==> src/hw/noc_macros.svh <==
// Address width must be even (x in the low half, y in the high half); FIFO depth a power of two
`ifndef NOC_MACROS_SVH
`define NOC_MACROS_SVH

// Node address width
// Low half holds x, high half holds y
`define NOC_ADDR_WIDTH 4

// Flit body width
// Must cover two addresses plus a non-empty tag
`define NOC_DATA_WIDTH 16

// Input buffer entries
// Power of two, at least 2
`define NOC_FIFO_DEPTH 4

`endif
==> src/hw/nocPkg.sv <==
// Flit kinds and body layout shared by RTL and bench; body width is fixed by noc_macros.svh
`default_nettype none
`include "noc_macros.svh"

package nocPkg;

  // Flit kinds carried next to every body
  // HEADTAIL is a complete packet in one flit
  typedef enum logic [1:0] {
    HEADER   = 2'b00,
    BODY     = 2'b01,
    TAIL     = 2'b10,
    HEADTAIL = 2'b11
  } flitKindT;

  // Header view of the flit body
  // Destination sits in the top bits
  typedef struct packed {
    logic [`NOC_ADDR_WIDTH-1:0]                     dst;
    logic [`NOC_ADDR_WIDTH-1:0]                     src;
    logic [`NOC_DATA_WIDTH-2*`NOC_ADDR_WIDTH-1:0]   tag;
  } flitHdrT;

  // Same word, read as addresses in a header and as data otherwise
  typedef union packed {
    flitHdrT                    hdr;
    logic [`NOC_DATA_WIDTH-1:0] data;
  } flitBodyU;

  // Bit positions in the 5-bit direction vector
  // An all-zero vector means no permitted port
  typedef enum logic [2:0] {
    PORT_N = 3'd0,
    PORT_E = 3'd1,
    PORT_W = 3'd2,
    PORT_S = 3'd3,
    PORT_L = 3'd4
  } portIdxT;

endpackage

`default_nettype wire

==> src/hw/routerInputPort.sv <==
// One input channel only; no crossbar, arbitration, virtual channels or credits
`timescale 1ns/1ps
`default_nettype none
`include "noc_macros.svh"

module routerInputPort (
  input  wire                        clk,
  input  wire                        rst,
  // Configuration, sampled while rst is high
  input  wire  [7:0]                 routeBits,
  input  wire  [3:0]                 connBits,
  input  wire  [`NOC_ADDR_WIDTH-1:0] nodeAddr,
  // Incoming flits
  input  wire                        inValid,
  output logic                       inReady,
  input  wire  nocPkg::flitKindT     inKind,
  input  wire  nocPkg::flitBodyU     inBody,
  // Output channels in N, E, W, S, L bit order
  output logic [4:0]                 outValid,
  input  wire  [4:0]                 outReady,
  output nocPkg::flitKindT           outKind,
  output nocPkg::flitBodyU           outBody,
  output logic [7:0]                 dropCount
);

  import nocPkg::*;

  // FIFO to route stage
  logic       fifoValid;
  logic       fifoReady;
  flitKindT   fifoKind;
  flitBodyU   fifoBody;

  // Route stage to dispatch
  logic       rtValid;
  logic       rtReady;
  flitKindT   rtKind;
  flitBodyU   rtBody;
  logic [4:0] rtDir;

  // Input buffer
  flitFifo flitFifo_inst (
    .clk      (clk),
    .rst      (rst),
    .inValid  (inValid),
    .inReady  (inReady),
    .inKind   (inKind),
    .inBody   (inBody),
    .outValid (fifoValid),
    .outReady (fifoReady),
    .outKind  (fifoKind),
    .outBody  (fifoBody)
  );

  // Header decode and per-packet direction, one register stage
  lbdrRoute lbdrRoute_inst (
    .clk       (clk),
    .rst       (rst),
    .routeBits (routeBits),
    .connBits  (connBits),
    .nodeAddr  (nodeAddr),
    .inValid   (fifoValid),
    .inReady   (fifoReady),
    .inKind    (fifoKind),
    .inBody    (fifoBody),
    .outValid  (rtValid),
    .outReady  (rtReady),
    .outKind   (rtKind),
    .outBody   (rtBody),
    .outDir    (rtDir)
  );

  // Output steering and drop counting
  flitDispatch flitDispatch_inst (
    .clk       (clk),
    .rst       (rst),
    .inValid   (rtValid),
    .inReady   (rtReady),
    .inKind    (rtKind),
    .inBody    (rtBody),
    .inDir     (rtDir),
    .outValid  (outValid),
    .outReady  (outReady),
    .outKind   (outKind),
    .outBody   (outBody),
    .dropCount (dropCount)
  );

endmodule

`default_nettype wire

==> src/hw/flitDispatch.sv <==
// Data path is combinational; inReady follows outReady of the chosen port, drops never stall
`timescale 1ns/1ps
`default_nettype none

module flitDispatch (
  input  wire                    clk,
  input  wire                    rst,
  // Routed flit from the route stage
  input  wire                    inValid,
  output logic                   inReady,
  input  wire  nocPkg::flitKindT inKind,
  input  wire  nocPkg::flitBodyU inBody,
  input  wire  [4:0]             inDir,
  // Five output channels, shared kind and body
  output logic [4:0]             outValid,
  input  wire  [4:0]             outReady,
  output nocPkg::flitKindT       outKind,
  output nocPkg::flitBodyU       outBody,
  // Dropped packets, saturating
  output logic [7:0]             dropCount
);

  import nocPkg::*;

  logic dropped;
  logic accept;
  logic isHead;
  // Set between a header and its tail
  logic inPkt;

  // Zero direction means the header found no permitted port
  assign dropped = (inDir == '0);

  // Valid only toward the selected port
  assign outValid = {5{inValid}} & inDir;

  // Ready from the selected port, always ready when dropping
  assign inReady = dropped || ((outReady & inDir) != '0);

  assign outKind = inKind;
  assign outBody = inBody;

  assign accept = inValid && inReady;
  assign isHead = (inKind == HEADER) || (inKind == HEADTAIL);

  always_ff @(posedge clk) begin
    if (rst) begin
      dropCount <= '0;
      inPkt     <= 1'b0;
    end else begin
      // One count per dropped packet, taken at its header
      if (accept && isHead && dropped && (dropCount != 8'hFF)) begin
        dropCount <= dropCount + 1'b1;
      end
      // Packet framing
      if (accept) begin
        case (inKind)
          HEADER:         inPkt <= 1'b1;
          TAIL, HEADTAIL: inPkt <= 1'b0;
          default:        inPkt <= inPkt;
        endcase
      end
    end
  end

  // Body and tail flits only inside an open packet
  assert property (@(posedge clk) disable iff (rst)
    (inValid && ((inKind == BODY) || (inKind == TAIL))) |-> inPkt)
    else $error("flitDispatch: body or tail outside a packet");

  // A stalled flit keeps its kind and direction until it leaves
  assert property (@(posedge clk) disable iff (rst)
    (inValid && !inReady) |=> (inValid && $stable(inDir) && $stable(inKind)))
    else $error("flitDispatch: stalled flit changed");

endmodule

`default_nettype wire

==> src/hw/lbdrRoute.sv <==
// Minimal LBDR, no deroutes or forks; configuration is sampled only while rst is high
`timescale 1ns/1ps
`default_nettype none
`include "noc_macros.svh"

module lbdrRoute (
  input  wire                        clk,
  input  wire                        rst,
  // Configuration, captured during reset
  input  wire  [7:0]                 routeBits,
  input  wire  [3:0]                 connBits,
  input  wire  [`NOC_ADDR_WIDTH-1:0] nodeAddr,
  // Upstream flit
  input  wire                        inValid,
  output logic                       inReady,
  input  wire  nocPkg::flitKindT     inKind,
  input  wire  nocPkg::flitBodyU     inBody,
  // Downstream flit with its direction
  output logic                       outValid,
  input  wire                        outReady,
  output nocPkg::flitKindT           outKind,
  output nocPkg::flitBodyU           outBody,
  output logic [4:0]                 outDir
);

  import nocPkg::*;

  localparam int AddrW = `NOC_ADDR_WIDTH;
  localparam int HalfW = AddrW / 2;

  // Configuration registers
  logic [7:0]       rxy;
  logic [3:0]       cx;
  logic [AddrW-1:0] curAddr;

  // Routing bits, two per output port
  logic             rne;
  logic             rnw;
  logic             ren;
  logic             res;
  logic             rwn;
  logic             rws;
  logic             rse;
  logic             rsw;

  // Connectivity bits, one per mesh port
  logic             cn;
  logic             ce;
  logic             cw;
  logic             cs;

  // XY coordinates of this node and of the destination
  logic [HalfW-1:0] xCur;
  logic [HalfW-1:0] yCur;
  logic [HalfW-1:0] xDst;
  logic [HalfW-1:0] yDst;

  // Quadrant comparison
  logic             goN;
  logic             goE;
  logic             goW;
  logic             goS;

  logic [4:0]       hdrDir;
  logic             isHead;
  logic             accept;

  assign {rsw, rse, rws, rwn, res, ren, rnw, rne} = rxy;
  assign {cs, cw, ce, cn} = cx;

  assign xCur = curAddr[HalfW-1:0];
  assign yCur = curAddr[AddrW-1:HalfW];
  assign xDst = inBody.hdr.dst[HalfW-1:0];
  assign yDst = inBody.hdr.dst[AddrW-1:HalfW];

  // Configuration load, held for the rest of the run
  always_ff @(posedge clk) begin
    if (rst) begin
      rxy     <= routeBits;
      cx      <= connBits;
      curAddr <= nodeAddr;
    end
  end

  // North means smaller y, east means larger x
  assign goN = (yDst < yCur);
  assign goE = (xCur < xDst);
  assign goW = (xDst < xCur);
  assign goS = (yCur < yDst);

  // LBDR equations, each mesh port gated by its connectivity bit
  always_comb begin
    hdrDir         = '0;
    hdrDir[PORT_N] = ((goN & ~goE & ~goW) | (goN & goE & rne) | (goN & goW & rnw)) & cn;
    hdrDir[PORT_E] = ((goE & ~goN & ~goS) | (goE & goN & ren) | (goE & goS & res)) & ce;
    hdrDir[PORT_W] = ((goW & ~goN & ~goS) | (goW & goN & rwn) | (goW & goS & rws)) & cw;
    // South-west term takes the west comparison
    hdrDir[PORT_S] = ((goS & ~goE & ~goW) | (goS & goE & rse) | (goS & goW & rsw)) & cs;
    // Local only when the destination is this node
    hdrDir[PORT_L] = ~goN & ~goE & ~goW & ~goS;
  end

  // Single-entry pipeline register, one flit per cycle when drained
  assign inReady = !outValid || outReady;
  assign accept  = inValid && inReady;
  assign isHead  = (inKind == HEADER) || (inKind == HEADTAIL);

  always_ff @(posedge clk) begin
    if (rst) begin
      outValid <= 1'b0;
      outDir   <= '0;
    end else begin
      if (accept) begin
        outValid <= 1'b1;
      end else if (outReady) begin
        outValid <= 1'b0;
      end
      // Direction changes only on a header, body and tail reuse it
      if (accept && isHead) begin
        outDir <= hdrDir;
      end
    end
  end

  // Flit payload
  always_ff @(posedge clk) begin
    if (accept) begin
      outKind <= inKind;
      outBody <= inBody;
    end
  end

  // Routing bits must never pick two ports for one header
  assert property (@(posedge clk) disable iff (rst) (accept && isHead) |=> $onehot0(outDir))
    else $error("lbdrRoute: header direction not one-hot");

endmodule

`default_nettype wire

==> src/hw/flitFifo.sv <==
// Depth from NOC_FIFO_DEPTH (power of two, >= 2); a full FIFO accepts only while its head leaves
`timescale 1ns/1ps
`default_nettype none
`include "noc_macros.svh"

module flitFifo (
  input  wire                    clk,
  input  wire                    rst,
  // Write side
  input  wire                    inValid,
  output logic                   inReady,
  input  wire  nocPkg::flitKindT inKind,
  input  wire  nocPkg::flitBodyU inBody,
  // Read side
  output logic                   outValid,
  input  wire                    outReady,
  output nocPkg::flitKindT       outKind,
  output nocPkg::flitBodyU       outBody
);

  import nocPkg::*;

  localparam int Depth = `NOC_FIFO_DEPTH;
  localparam int PtrW  = $clog2(Depth);

  // Storage, one kind and one body per entry
  flitKindT        kindMem [Depth];
  flitBodyU        bodyMem [Depth];

  // Pointers wrap naturally at the power-of-two depth
  logic [PtrW-1:0] wrPtr;
  logic [PtrW-1:0] rdPtr;
  // Occupancy, one bit wider than the pointers
  logic [PtrW:0]   count;

  logic            full;
  logic            empty;
  logic            wrEn;
  logic            rdEn;

  assign full  = (count == (PtrW+1)'(Depth));
  assign empty = (count == '0);

  // Full but draining still takes a new flit
  assign inReady  = !full || outReady;
  assign outValid = !empty;

  // Handshakes on both sides
  assign wrEn = inValid && inReady;
  assign rdEn = outValid && outReady;

  // Head entry straight from the storage registers
  assign outKind = kindMem[rdPtr];
  assign outBody = bodyMem[rdPtr];

  // Entry write
  always_ff @(posedge clk) begin
    if (wrEn) begin
      kindMem[wrPtr] <= inKind;
      bodyMem[wrPtr] <= inBody;
    end
  end

  // Pointers and occupancy
  always_ff @(posedge clk) begin
    if (rst) begin
      wrPtr <= '0;
      rdPtr <= '0;
      count <= '0;
    end else begin
      if (wrEn) begin
        wrPtr <= wrPtr + 1'b1;
      end
      if (rdEn) begin
        rdPtr <= rdPtr + 1'b1;
      end
      // Simultaneous read and write leaves the count alone
      case ({wrEn, rdEn})
        2'b10:   count <= count + 1'b1;
        2'b01:   count <= count - 1'b1;
        default: count <= count;
      endcase
    end
  end

  // Overflow or underflow would push the occupancy past the depth
  assert property (@(posedge clk) disable iff (rst) count <= (PtrW+1)'(Depth))
    else $error("flitFifo: occupancy out of range");

  // Pointer distance must agree with the occupancy
  assert property (@(posedge clk) disable iff (rst)
    (wrPtr - rdPtr) == count[PtrW-1:0])
    else $error("flitFifo: pointers disagree with occupancy");

endmodule

`default_nettype wire

==> config.mk <==
export PLATFORM = sky130hd
export DESIGN_NAME = routerInputPort
export DESIGN_NICKNAME = d
export VERILOG_FILES = /design/src/hw/nocPkg.sv /design/src/hw/routerInputPort.sv /design/src/hw/flitDispatch.sv /design/src/hw/lbdrRoute.sv /design/src/hw/flitFifo.sv
export VERILOG_INCLUDE_DIRS = /design/src /design/src/hw
export SDC_FILE = /design/constraint.sdc
export NUM_CORES = 1
export LEC_CHECK = 0
export ABC_AREA = 1
export BUFFER_PORTS_ARGS = -buffer_cell sky130_fd_sc_hd__buf_4
export CAP_MARGIN = 10
export CORE_UTILIZATION = 50
export DETAILED_ROUTE_END_ITERATION = 7
export PLACE_DENSITY = 0.71
export RECOVER_POWER = 25
export SLEW_MARGIN = 25
export SYNTH_ARGS = -nofsm -noshare
export SYNTH_HDL_FRONTEND = slang
export SYNTH_HIERARCHICAL = 1
export SYNTH_SLANG_ARGS = --single-unit
export TNS_END_PERCENT = 50
==> constraint.sdc <==
create_clock -name clk -period 3.2 [get_ports clk]
set_input_delay 0.64 -clock clk [delete_from_list [all_inputs] [get_ports clk]]
set_output_delay 0.64 -clock clk [all_outputs]
set_load 0.05 [all_outputs]
After elaboration in Yosys (flattened, before gate mapping):

Memories as Yosys holds them, arrays and structs flattened. A register that Yosys moved wholly into a read port is not among the register bits.
Index checks and enable logic that the tools add are counted.

* flip-flop bits (word level): 55
* bits in latches: 0
* bits in writable memories: 72
* ROM bits: 0
* input bits: 42
* output and inout bits: 32
* word-level logic and storage cells: 100
* memories kept: 2

* $add $sub $neg: 5
* multiply operators: 0
* div/mod/pow operators: 0
* order comparisons: 4
* eq/ne operators: 6
* shift operators: 0
* muxes and demuxes: 9
* bitwise operators: 41
* reductions and logical operators: 22

Memories
* flitFifo_inst.bodyMem: depth 4, bits a word 16, rd ports 1, clocked after Yosys merged registers in 1, wr ports 1, line flitFifo.sv:28 `flitBodyU bodyMem [Depth];`
* flitFifo_inst.kindMem: depth 4, bits a word 2, rd ports 1, clocked after Yosys merged registers in 1, wr ports 1, line flitFifo.sv:27 `flitKindT kindMem [Depth];`

Operators with widths (number)
* bitwise AND 1 bit: 27
* bitwise AND 5 bit: 2
* adder 8 x 1 -> 8 bit (second input constant): 1
* less-than comparator 2 bit: 4
* 2-to-1 mux 2 bit: 4
* inequality test 8 bit (second input constant): 1
* OR 1 bit: 8
* logical AND 1 bit: 7
* equality test 2 bit (second input constant): 3
* case mux 3 bit (2 select lines): 1
* logical NOT 5 bit: 1
* logical OR 1 bit: 5
* nonzero test 5 bit: 1
* adder 2 x 1 -> 2 bit (second input constant): 2
* logical NOT 2 bit: 2
* 2-to-1 mux 1 bit: 4
* NOT 1 bit: 4
* nonzero test 2 bit: 2
* adder 3 x 1 -> 3 bit (second input constant): 1
* equality test 3 bit (second input constant): 1
* logical NOT 1 bit: 3
* logical NOT 3 bit: 1
* subtractor 3 x 1 -> 3 bit (second input constant): 1
* equality test 2 x 1 -> 1 bit (second input constant): 1

Longest topological paths before layout:

Gate-level depths: netlist of the first run.

* depth after elaboration: 8
* mapped depth: 18
* depth with buffers taken out: 18

Hierarchy:

The synthesis of the first run kept the hierarchy.

Modules (own cells, without submodules)
* flitFifo: instances 1, cells each 246, area an instance 3211.8 µm², sequential area each 2342.2 µm²
* lbdrRoute: instances 1, cells each 106, area an instance 1490.2 µm², sequential area each 1141.1 µm²
* flitDispatch: instances 1, cells each 125, area an instance 807.0 µm², sequential area each 160.2 µm²

Worst setup path after synthesis of the first run:

No wires, ideal clock.

* path kind: input to register
* from: input outReady[1]
* to: register flitFifo_inst.count[2]
* library setup time: 0.113 ns
* arrival: 2.625 ns
* data required time: 3.087 ns
* path slack: 0.462 ns
* cell stages on the path: 18
* buffers on the path: 0
* cells stage by stage: nand2_1 -> nand2_1 -> a221oi_1 -> nand3_1 -> inv_1 -> nand2_4 -> nor2_1 -> nand2_2 -> nand2_1 -> ha_1 -> inv_1 -> fa_1 -> inv_1 -> nand2_1 -> nand3_1 -> nand2_1 -> nand2_1 -> nor2_1

* cells in the longest elaborated chain, start to end: 8
* elaborated cells on any way between the ends: 11

Ends and longest elaborated chain
* start: declaration: line routerInputPort.sv:20 `input wire [4:0] outReady,`
* bitwise AND 5 bit (*): line flitDispatch.sv:38 `assign inReady = dropped || ((outReady & inDir) != '0);`
* nonzero test 5 bit (*): line flitDispatch.sv:38
* logical OR 1 bit (*): line flitDispatch.sv:38
* named net rtReady: line routerInputPort.sv:36 `logic rtReady;`
* logical OR 1 bit (*): line lbdrRoute.sv:104 `assign inReady = !outValid || outReady;`
* named net fifoReady: line routerInputPort.sv:30 `logic fifoReady;`
* logical OR 1 bit (*): line flitFifo.sv:45 `assign inReady = !full || outReady;`
* named net inReady: line routerInputPort.sv:15 `output logic inReady,`
* logical AND 1 bit (*): line flitFifo.sv:49 `assign wrEn = inValid && inReady;`
* equality test 2 x 1 -> 1 bit / equality test 2 bit (equally long branches): line flitFifo.sv:78 `case ({wrEn, rdEn})`
* case mux 3 bit (2 select lines) / nonzero test 2 bit (equally long branches)
* end signal: assignment: line flitFifo.sv:79 `2'b10: count <= count + 1'b1;`
* end signal: assignment: line flitFifo.sv:80 `2'b01: count <= count - 1'b1;`
* end signal: assignment: line flitFifo.sv:81 `default: count <= count;`
* end: declaration: line flitFifo.sv:34 `logic [PtrW:0] count;`

Mark *: on every way through the listed nets, which the timed path passes. The rest lies on a longest branch.
A chain may end at the register's enable or synchronous reset.

Final worst setup path of the first run:

* from: register lbdrRoute_inst.outDir[0]
* to: output inReady

* cells in the longest elaborated chain, start to end: 5
* elaborated cells on any way between the ends: 6

Ends and longest elaborated chain
* start: declaration: line lbdrRoute.sv:23 `output logic [4:0] outDir`
* start signal: assignment: line lbdrRoute.sv:120 `outDir <= hdrDir;`
* bitwise AND 5 bit: line flitDispatch.sv:38
* nonzero test 5 bit: line flitDispatch.sv:38
* logical OR 1 bit (*): line flitDispatch.sv:38
* named net rtReady: line routerInputPort.sv:36
* logical OR 1 bit (*): line lbdrRoute.sv:104
* named net fifoReady: line routerInputPort.sv:30
* logical OR 1 bit (*): line flitFifo.sv:45
* end: declaration: line routerInputPort.sv:15

Marked as above.

==> results of run 1 <==
cells by family after synthesis:
logic type	synth area share [%]
simple gates	13.97
xor+xnor	0.1590
flops	66.14
buf+inv	8.222
fa+ha+maj	2.635
compound gates	8.881
cell type report:
type / count / area [sq um] / area share [%]
tap: 136 / 170.2 / 2.598
clock buffer: 19 / 421.7 / 6.439
multi-input combinational: 265 / 1413 / 21.57
timing repair buffer: 80 / 551.8 / 8.426
clock inverter: 12 / 136.4 / 2.083
sequential: 129 / 3643 / 55.64
inverter: 54 / 212.7 / 3.248
registers in the layout, summed over array words and instances (netlist names), named ones only:
name and cells:
lbdrRoute_inst/outDir 5, lbdrRoute_inst/curAddr 4, lbdrRoute_inst/outValid 1, lbdrRoute_inst/cx 4, lbdrRoute_inst/outKind 2, flitFifo_inst/count 3
flitFifo_inst/kindMem 8, lbdrRoute_inst/outBody 16, flitFifo_inst/rdPtr 2, lbdrRoute_inst/rxy 8, flitDispatch_inst/dropCount 8, flitFifo_inst/bodyMem 64
flitFifo_inst/wrPtr 2
critical path, delay by kind of cell, from the launching register on:
kind | cells | cell delay (ps)
and+or+nand+nor | 6 | 560
DFF | 1 | 340
buffers and inverters | 2 | 310
AOI/OAI and AO/OA | 1 | 200
per-layer routing:
| metal | track usage, % | vias up |
|---|---|---|
| met1 | 24.48 | 1665 |
| met3 | 5.228 | 12 |
| met5 | 0 | - |
| met4 | 8.023 | 0 |
| met2 | 30.23 | 105 |
| li1 | - | 1758 |
worst paths after layout:
check                           start  slack [ps]  depth (start not counted)                        end
max reg2reg  lbdrRoute_inst/outDir[0]         730                         18     flitFifo_inst/count[2]
max          lbdrRoute_inst/outDir[0]         620                          9                    inReady
min reg2reg      lbdrRoute_inst/cx[3]         520                          2   lbdrRoute_inst/outDir[3]
min                       nodeAddr[3]         320                          1  lbdrRoute_inst/curAddr[3]
per-stage QoR:
step / instances / utilization (%) / hold slack (ps)
floorplan: 477 / - / 458.6
global placement: 664 / 57.47 / 495.9
detailed placement: 664 / 57.47 / 495.3
CTS: 695 / 62.78 / 278.8
global route: 695 / 62.32 / 301.8
finish: 695 / 62.32 / 321.2
Yosys cell counts, types with 2 or more instances:
cell type	number	area share (%)
edfxtp_1	106	58
nand2_1	72	4.9
nor2_1	53	3.6
inv_1	48	3.3
o21ai_0	24	2.2
dfxtp_1	23	8.4
buf_4	21	2.9
o21ai_1	20	1.8
o22ai_1	18	2.0
nand3_1	16	1.5
a21oi_1	14	1.3
ha_1	10	2.3
a21oi_2	7	1.1
buf_6	7	1.4
nand2_2	5	0.57
nor2_2	5	0.57
nand2_4	4	0.82
nand3b_1	4	0.55
nand3_2	3	0.55
nor2_4	3	0.61
clkinv_2	2	0.18
inv_2	2	0.14
or2_2	2	0.23
power breakdown:
part	internal (W)	switching [W]	total, W	leakage (nW)
logic	0.000664	0.00157	0.00223	1.16
registers	0.00221	0.000188	0.00240	1.18
clock network	0.00110	0.000680	0.00179	0.264
total	0.00398	0.00244	0.00642	2.61
layout by cell type, fill, tap and decap left out, drive strengths merged:
master	n
edfxtp	106
nand2	81
nor2	61
inv	52
buf	51
clkbuf	48
o21ai	44
dfxtp	23
a21oi	22
nand3	19
o22ai	18
ha	10
clkinv	9
nand3b	4
clkinvlp	3
bufinv	2
or2	2
a221oi	1
xor2	1
fa	1
nand4	1
==> run_results.csv, run 1 <==
group,metric,value,unit
power,p_total,0.006419,W
power,ir_drop,0.4958,mV
global_route,grt_usage,18.97,%
sta,setup_viol,0,
status,status,"finished, final reports clean",
synthesis,syn_area,5509,sq um
worst_setup_path,crit_chain,"nand2_1, nand2_1, a221oi_1, nand3_1, inv_1, nand2_4, nor2_1, nand2_2, buf_4",
sta,slew_violations,0,
global_route,antenna_found_initial,0,
global_route,grt-ovfl-total,0,
job,drv_cap,0,
worst_setup_path,crit_path_max_fanout,6,
sta,hold_violations,0,
worst_setup_path,crit_top_cell,"nand2_1",
route,met3_length,546,microns
finish,antenna-diode-count,0,
global_route,grt_first_pass_wirelength,16.19,mm
clocking,cts_tree,"done",
die,core_area,10510,sq um
route,met2_length,4.822,mm
worst_setup_path,worstSetupPathType,"flop to output pin",
worst_setup_path,critPathRequiredTime,2560,ps
finish,fin_area,6549,sq um
route,drt_pass1_iterations,4,
worst_setup_path,crit_arrival,1940,ps
die,io_pins,74,
finish,layout.nets,600,
synthesis,synth_cell_types,31,
die,start_util,52.42,%
synthesis,synth_async_sr_flop_share,0,%
clocking,htreeDepth,4,
worst_setup_path,slowest_stage,"dfxtp_1",
synthesis,synth_edf_count,106,
clocking,cts_resized,0,
route,routed-via-count,3540,
clocking,cts_buffers,17,
sta,rsz0062_at_grt,"no",
sta,min_period,2578,ps
route,wire_per_inst,14.30,microns
route,wl_met1,4.458,mm
route,top_layer,"met4",
place,portBuffers,73,
die,dieArea,11440,sq um
synthesis,syn_inst,477,
power,leakage,2.607,nW
finish,nFillCells,809,
synthesis,seq_area_frac_synth,66.14,%
clocking,postCtsSetupBuffers,0,
synthesis,synthFlopType,"edfxtp_1",
global_route,grt_max_degree,37,
synthesis,avgSynthCellArea,11.55,sq um
synthesis,yosys_warnings,6,
place,dp_slack,326.5,ps
worst_setup_path,slowest_delay,340,ps
sta,worstMarginPinSlew,832.1,ps
worst_hold_path,min_path_type,"input pin to flop",
route,drtIter0Drc,211,
route,vias_per_cell,5.094,
sta,fin_ws,622.2,ps
sta,fin_skew,13.36,ps
sta,max_clock_freq,387.9,MHz
place,dpl-instance-area,6040,sq um
clocking,clock-sinks,129,
worst_setup_path,critPathLaunchType,"flop",
finish,syn2layout_area_growth,18.87,%
power,power_density,980.2,nW/um^2
route,routed_wl,9.937,mm
sta,fin_setup_tns,0,ps
synthesis,synthesis.nets,530,
worst_setup_path,critPathCaptureType,"output pin",
route,final_antenna_net_count,0,
place,gp_congestion,0.7847,
sta,slew_headroom,44.47,%
die,die_x,107.0,microns
clocking,ctsLongestPathBuffers,2,
die,fp.dieH,107.0,microns
clocking,cts-hold-fix-buffers,0,
die,rows,37,
clocking,path_clk_slew,60,ps
route,drc_errors,0,
sta,period_share,80.55,%
finish,drive_gt1_share,23.43,%
clocking,clk-insertion-delay-late,510,ps
global_route,grt_pass1_vias,3463,
place,hpwlAfterDp,6.393,mm
synthesis,yosys_register_bits,129,
clocking,cts-root-buf,"clkbuf_8",
Power figures use the tool's default switching activity.
==> inputs of run 2 (changes only) <==
Settings changed: ABC_AREA 1 to 0, PLACE_DENSITY 0.71 to 0.74.
Clock period 3.2 ns to 2.31 ns, I/O delays scaled along.
==> run 2 against run 1 <==
  * Sequential power grew 30%
  * Global-route usage grew 1.6 points
  * Register-to-register slack got worse by 1700 ps
  * Final area is 5.2% higher
  * Combinational power is 33% higher
  * Total power grew 34%
  * Cell count down 17%
  * The run now ends with setup timing left
  * Critical path depth rose by 4
==> run_results.csv, run 2 <==
group,metric,value,unit
worst_setup_path,critPathRequiredTime,2730,ps
place,dpl.cell_count,531,
sta,worstMarginPinSlew,669.2,ps
finish,instances_no_fill,579,
synthesis,synth_async_sr_flop_share,0,%
worst_setup_path,slowest_stage,"or4b_4",
place,hpwlAfterDp,6.193,mm
clocking,clk-insertion-delay-late,500,ps
worst_setup_path,r2r_start,"lbdrRoute_inst/outDir[1]",
worst_setup_path,slowest_delay,530,ps
power,p_total,0.008579,W
global_route,grt_pass1_vias,3232,
sta,setup_viol,85,
sta,rsz0062_at_grt,"yes",
synthesis,synthFlopType,"edfxtp_1",
global_route,grt_usage,20.57,%
synthesis,synth_common_cells,"106 x edfxtp_1, 23 x dfxtp_1, 20 x buf_4, 18 x mux4_2, 14 x a21oi_1",
die,die_x,103.9,microns
global_route,grt_max_degree,44,
sta,fin_ws,-965.8,ps
synthesis,yosysTopAreaCellShare,61.26,%
finish,final_cell_mix,"106 x edfxtp_1, 82 x buf_4, 21 x dfxtp_1, 18 x mux4_2, 17 x clkbuf_16",
synthesis,synth-compound-area-share,5.321,%
synthesis,syn_inst,316,
route,drt_pass1_iterations,5,
finish,layout.nets,486,
die,start_util,52.44,%
route,routed_wl,11.49,mm
die,core_area,9910,sq um
synthesis,synth_top_area_cell,"edfxtp_1",
route,drtIter0Drc,289,
finish,fin_util,69.51,%
synthesis,synthesis.nets,369,
sta,period_share,141.8,%
synthesis,avgSynthCellArea,16.44,sq um
route,wire_per_inst,19.84,microns
finish,antenna-diode-count,0,
place,gp_congestion,0.7931,
sta,min_period,3276,ps
sta,fin_skew,4.526,ps
worst_setup_path,crit_arrival,3700,ps
place,dpl-instance-area,6055,sq um
clocking,cts-root-buf,"clkbuf_8",
worst_setup_path,crit_chain,"a222oi_1, o21ai_1, a221o_1, nand2b_4, or4b_4, and2_4, inv_2, ha_4, inv_2, fa_2, xor2_2, or3_4, a21oi_2",
place,portBuffers,73,
synthesis,seq_area_frac_synth,70.12,%
power,power_density,1246,nW/um^2
synthesis,synthXorXnorAreaFrac,1.156,%
worst_setup_path,worstSetupPathType,"flop to flop",
status,violations,"setup timing",
route,final_antenna_net_count,0,
worst_setup_path,r2r_cells,13,
synthesis,yosysMostFrequentCell,"edfxtp_1",
synthesis,yosys_register_bits,129,
finish,reg_top3,"flitFifo_inst/bodyMem: 64 flops, lbdrRoute_inst/outBody: 16 flops",
die,rows,36,
worst_setup_path,r2r_end,"flitFifo_inst/count[2]",
power,leakage,2.522,nW
global_route,antenna_found_initial,0,
job,drv_cap,0,
clocking,htreeDepth,4,
sta,slew_violations,0,
finish,drive_gt1_share,44.62,%
worst_setup_path,crit_top_cell,"inv_2",
finish,syn2layout_area_growth,32.55,%
worst_hold_path,holdPathStages,1,
synthesis,synthAdderAreaFrac,2.793,%
clocking,ctsLongestPathBuffers,2,
die,fp.dieH,103.9,microns
finish,fin_area,6888,sq um
clocking,cts_tree,"done",
route,drc_errors,0,
clocking,path_clk_slew,60,ps
die,io_pins,74,
finish,largest_reg_flops,64,
worst_setup_path,r2r_slack,-970,ps
worst_hold_path,min_path_type,"input pin to flop",
worst_hold_path,holdCritStartpoint,"connBits[3]",
synthesis,yosys_warnings,6,
status,status,"finished with violations",
synthesis,synth_top_family_by_area,"simple AND/OR/NAND/NOR gates",
die,dieArea,10800,sq um
finish,top_register,"flitFifo_inst/bodyMem",
sta,hold_violations,0,
route,vias_per_cell,5.744,
clocking,clock-sinks,129,
route,routed-via-count,3326,
synthesis,synth_cell_types,51,
synthesis,yosys.area_share.simple,8.283,%
worst_hold_path,hold-path-endpoint,"lbdrRoute_inst/cx[3]",
synthesis,syn_area,5196,sq um
worst_setup_path,crit_path_max_fanout,2,
synthesis,synth_edf_count,106,
global_route,grt-ovfl-total,0,
synthesis,synth.top_cells.by_area,"edfxtp_1 61%, dfxtp_1 8.9%, mux4_2 7.8%",
worst_setup_path,critPathCaptureType,"flop",
global_route,grt_first_pass_wirelength,16.70,mm
worst_setup_path,critPathLaunchType,"flop",
sta,max_clock_freq,305.3,MHz
finish,layout_commonest_cell,"edfxtp_1",
clocking,cts_buffers,17,
sta,slew_headroom,55.22,%
power,ir_drop,0.7808,mV
synthesis,muxShareOfSynthArea,7.802,%
-- run 2: final cells by class --
type                    instances  area (sq um)
clock inverters                15         148.9
flip-flops and latches        129          3649
fillers                       648          3022
inverters                      12         45.04
clock buffers                  17         414.1
multi-input cells             158          1558
well taps                     133         166.4
repair buffers                115         907.1
-- run 2: worst max path at each step --
stage | startpoint | to | slack (ps) | depth (start not counted)
finish | lbdrRoute_inst/outDir[1] | flitFifo_inst/count[2] | -970 | 13
global route | lbdrRoute_inst/outDir[1] | flitFifo_inst/count[2] | -1030 | 13
CTS | lbdrRoute_inst/outDir[1] | flitFifo_inst/count[2] | -790 | 13
detailed placement | outReady[1] | flitFifo_inst/count[2] | -1050 | 14
global placement | outReady[1] | flitFifo_inst/count[2] | -970 | 14
floorplan | outReady[1] | flitFifo_inst/count[2] | -980 | 14
-- run 2: routing by layer --
metal	global-route usage, %	part of all wire [%]	vias up
li1	-	-	1473
met1	26.60	40	1668
met2	33.57	50	163
met3	4.261	7.4	22
met4	9.388	1.8	0
met5	0	0	-
-- run 2: what timing repair did --
| action | 4_1_cts | 5_1_grt |
|---|---|---|
| gates cloned | 8 | 5 |
| resized for setup | 29 | 14 |
| hold buffers | 0 | 0 |
| endpoints found under the setup margin | 88 | 89 |
| pin swaps | 11 | 8 |
| setup buffers | 3 | 1 |
-- run 2: power breakdown --
part / total [W] / internal [W] / switching (W)
registers: 0.00311 / 0.00296 / 0.000158
logic: 0.00296 / 0.00124 / 0.00171
clock network: 0.00251 / 0.00146 / 0.00105
-- run 2: worst max-delay path: cells and delay by family (launching register included) --
| kind | cells | cell delay, ps |
|---|---|---|
| adder cells (fa/ha/maj) | 2 | 500 |
| AND/OR/NAND/NOR | 4 | 1220 |
| XOR/XNOR | 1 | 170 |
| buffers and inverters | 2 | 100 |
| flip-flops | 1 | 320 |
| AO/OA/AOI/OAI | 4 | 900 |
-- run 2: kinds of logic (layout without fill, tap and decap cells) --
| kind of cell | count (synthesis) | count (layout) |
|---|---|---|
| adders and majority gates | 11 | 11 |
| buffers and inverters | 41 | 159 |
| xor gates and xnor gates | 6 | 6 |
| and+or+nand+nor | 69 | 81 |
| DFF | 129 | 129 |
| AOI/OAI and AO/OA | 42 | 42 |
| muxes | 18 | 18 |
-- run 2: through the flow --
stage | worst slack [ps] | hold slack [ps] | setup TNS, ps
3_5_place_dp | -1054 | 493.2 | -41900
2_1_floorplan | -982.2 | 441.2 | -23780
3_3_place_gp | -967.3 | 475.0 | -39450
4_1_cts | -793.0 | 111.7 | -21150
5_1_grt | -1033 | 134.2 | -27850
6_report | -965.8 | 155.2 | -22700
==> inputs of run 3 (changes only) <==
Settings changed: MAX_ROUTING_LAYER set to met4.
==> run 3 against run 2 <==
  * The flow still finishes with violations (setup timing)
  * Total power hardly changed
  * Sequential power hardly changed
  * Routed wire length up 0.18%
  * Core utilization stayed put
  * Maximum frequency up 0.27%
  * First-iteration DRC count down 8.7%
  * Flip-flop and latch count unchanged
  * Count of clock-buffer cells in the layout unchanged
  * Clock skew is 1.7 ps higher
  * Global-route usage rose by 0.63 points
  * Largest power group unchanged
  * Highest routed layer unchanged
==> run_results.csv, run 3 (synthesized netlist as in run 2, its figures left out) <==
group,metric,value,unit
die,rows,36,
finish,instances_no_fill,579,
sta,worstMarginPinSlew,677.1,ps
clocking,cts-root-buf,"clkbuf_8",
global_route,grt-ovfl-total,0,
global_route,grt_pass1_vias,3226,
sta,rsz0062_at_grt,"yes",
die,io_pins,74,
clocking,clk-insertion-delay-late,500,ps
sta,fin_ws,-957.0,ps
sta,slew_headroom,54.70,%
die,die_x,103.9,microns
status,status,"finished with violations",
route,drc_errors,0,
worst_setup_path,slowest_stage,"or4b_4",
place,portBuffers,73,
clocking,path_clk_slew,60,ps
sta,max_clock_freq,306.1,MHz
die,fp.dieH,103.9,microns
sta,hold_ws,152.4,ps
route,drtIter0Drc,264,
die,start_util,52.44,%
global_route,grt_max_degree,44,
place,hpwlAfterDp,6.193,mm
power,power_density,1246,nW/um^2
place,gp_congestion,0.8044,
power,p_total,0.008585,W
place,dpl.cell_count,531,
power,ir_drop,0.7815,mV
route,routed_wl,11.51,mm
sta,slew_violations,0,
finish,layout_commonest_cell,"edfxtp_1",
worst_setup_path,r2r_cells,13,
clocking,cts-hold-fix-buffers,0,
finish,top_register,"flitFifo_inst/bodyMem",
worst_setup_path,crit_chain,"a222oi_1, o21ai_1, a221o_1, nand2b_4, or4b_4, and2_4, inv_2, ha_4, inv_2, fa_2, xor2_2, or3_4, a21oi_2",
status,violations,"setup timing",
worst_setup_path,worstSetupPathType,"flop to flop",
finish,antenna-diode-count,0,
finish,largest_reg_flops,64,
sta,setup_viol,85,
clocking,ctsLongestPathBuffers,2,
finish,layout.nets,486,
route,routed-via-count,3320,
worst_hold_path,min_path_type,"input pin to flop",
global_route,antenna_found_initial,0,
finish,multi_input_area,1558,sq um
finish,seq_area,3649,sq um
finish,syn2layout_area_growth,32.55,%
power,leakage,2.522,nW
route,final_antenna_net_count,0,
worst_setup_path,crit_top_cell,"inv_2",
finish,reg_top3,"flitFifo_inst/bodyMem: 64 flops, lbdrRoute_inst/outBody: 16 flops",
finish,final_cell_mix,"106 x edfxtp_1, 82 x buf_4, 21 x dfxtp_1, 18 x mux4_2, 17 x clkbuf_16",
die,core_area,9910,sq um
clocking,clock-sinks,129,
worst_hold_path,holdPathStages,1,
die,dieArea,10800,sq um
worst_setup_path,slowest_delay,530,ps
worst_setup_path,crit_arrival,3690,ps
clocking,cts_buffers,17,
sta,period_share,141.4,%
sta,hold_violations,0,
worst_setup_path,critPathRequiredTime,2740,ps
worst_setup_path,r2r_slack,-960,ps
sta,fin_skew,6.194,ps
clocking,cts_tree,"done",
route,vias_per_cell,5.734,
worst_setup_path,crit_path_max_fanout,2,
worst_setup_path,critPathCaptureType,"flop",
sta,min_period,3267,ps
place,dp_slack,-1054,ps
global_route,grt_usage,21.20,%
worst_setup_path,critPathLaunchType,"flop",
finish,nFillCells,648,
route,drt_pass1_iterations,4,
clocking,htreeDepth,4,
global_route,grt_first_pass_wirelength,16.72,mm
job,drv_cap,0,
finish,drive_gt1_share,44.62,%
route,wire_per_inst,19.88,microns
-- run 3: cell counts in the layout (fill, tap and decap cells not counted) --
No cell type changed its count.
-- run 3: final cells by class --
class | count | share of cell area, %
clock inverter | 15 | 2.162
multi-input combinational | 158 | 22.62
sequential | 129 | 52.97
tap | 133 | 2.416
inverter | 12 | 0.6540
timing repair buffer | 115 | 13.17
clock buffer | 17 | 6.013
-- run 3: worst paths after layout --
kind                                          startpoint                  endpoint
worst min-delay path                         connBits[3]      lbdrRoute_inst/cx[3]
worst min register to register  lbdrRoute_inst/outDir[2]  lbdrRoute_inst/outDir[2]
worst max register to register  lbdrRoute_inst/outDir[1]    flitFifo_inst/count[2]
worst max-delay path            lbdrRoute_inst/outDir[1]    flitFifo_inst/count[2]
-- run 3: stage by stage --
stage          util, %  setup TNS [ps]  instance area (sq um)
2_1_floorplan        -          -23780                   5226
3_3_place_gp     61.10          -39450                   6055
3_5_place_dp     61.10          -41900                   6055
4_1_cts          68.81          -21150                   6819
5_1_grt          69.51          -27880                   6888
6_report         69.51          -22950                   6888
-- run 3: metal layers --
metal  vias to the layer above  wire length (microns)  part of all wire [%]  GRT usage (%)
met4                         0                    176                   1.5          8.776
met5                         -                      0                     0              -
met1                      1694                   4848                    42          26.69
met3                        17                    620                   5.4          4.637
li1                       1474                      -                     -              -
met2                       135                   5866                    51          33.52
-- run 3: timing repair --
item | CTS | global route
gates resized for setup | 29 | 14
cloned | 8 | 5
buffers inserted | 3 | 1
pin swaps | 11 | 8
setup endpoints to repair | 88 | 89
-- run 3: worst max-delay path, delay by kind of cell (launching register included) --
family	cells	cell delay [ps]
compound gates	4	870
flops	1	320
fa+ha+maj	2	490
simple gates	4	1230
buf+inv	2	100
xor+xnor	1	170
-- run 3: power breakdown --
group / leakage (nW) / switching [W] / internal [W]
combinational: 1.08 / 0.00171 / 0.00124
sequential: 1.18 / 0.000160 / 0.00296
clock: 0.266 / 0.00105 / 0.00146
total: 2.52 / 0.00293 / 0.00566
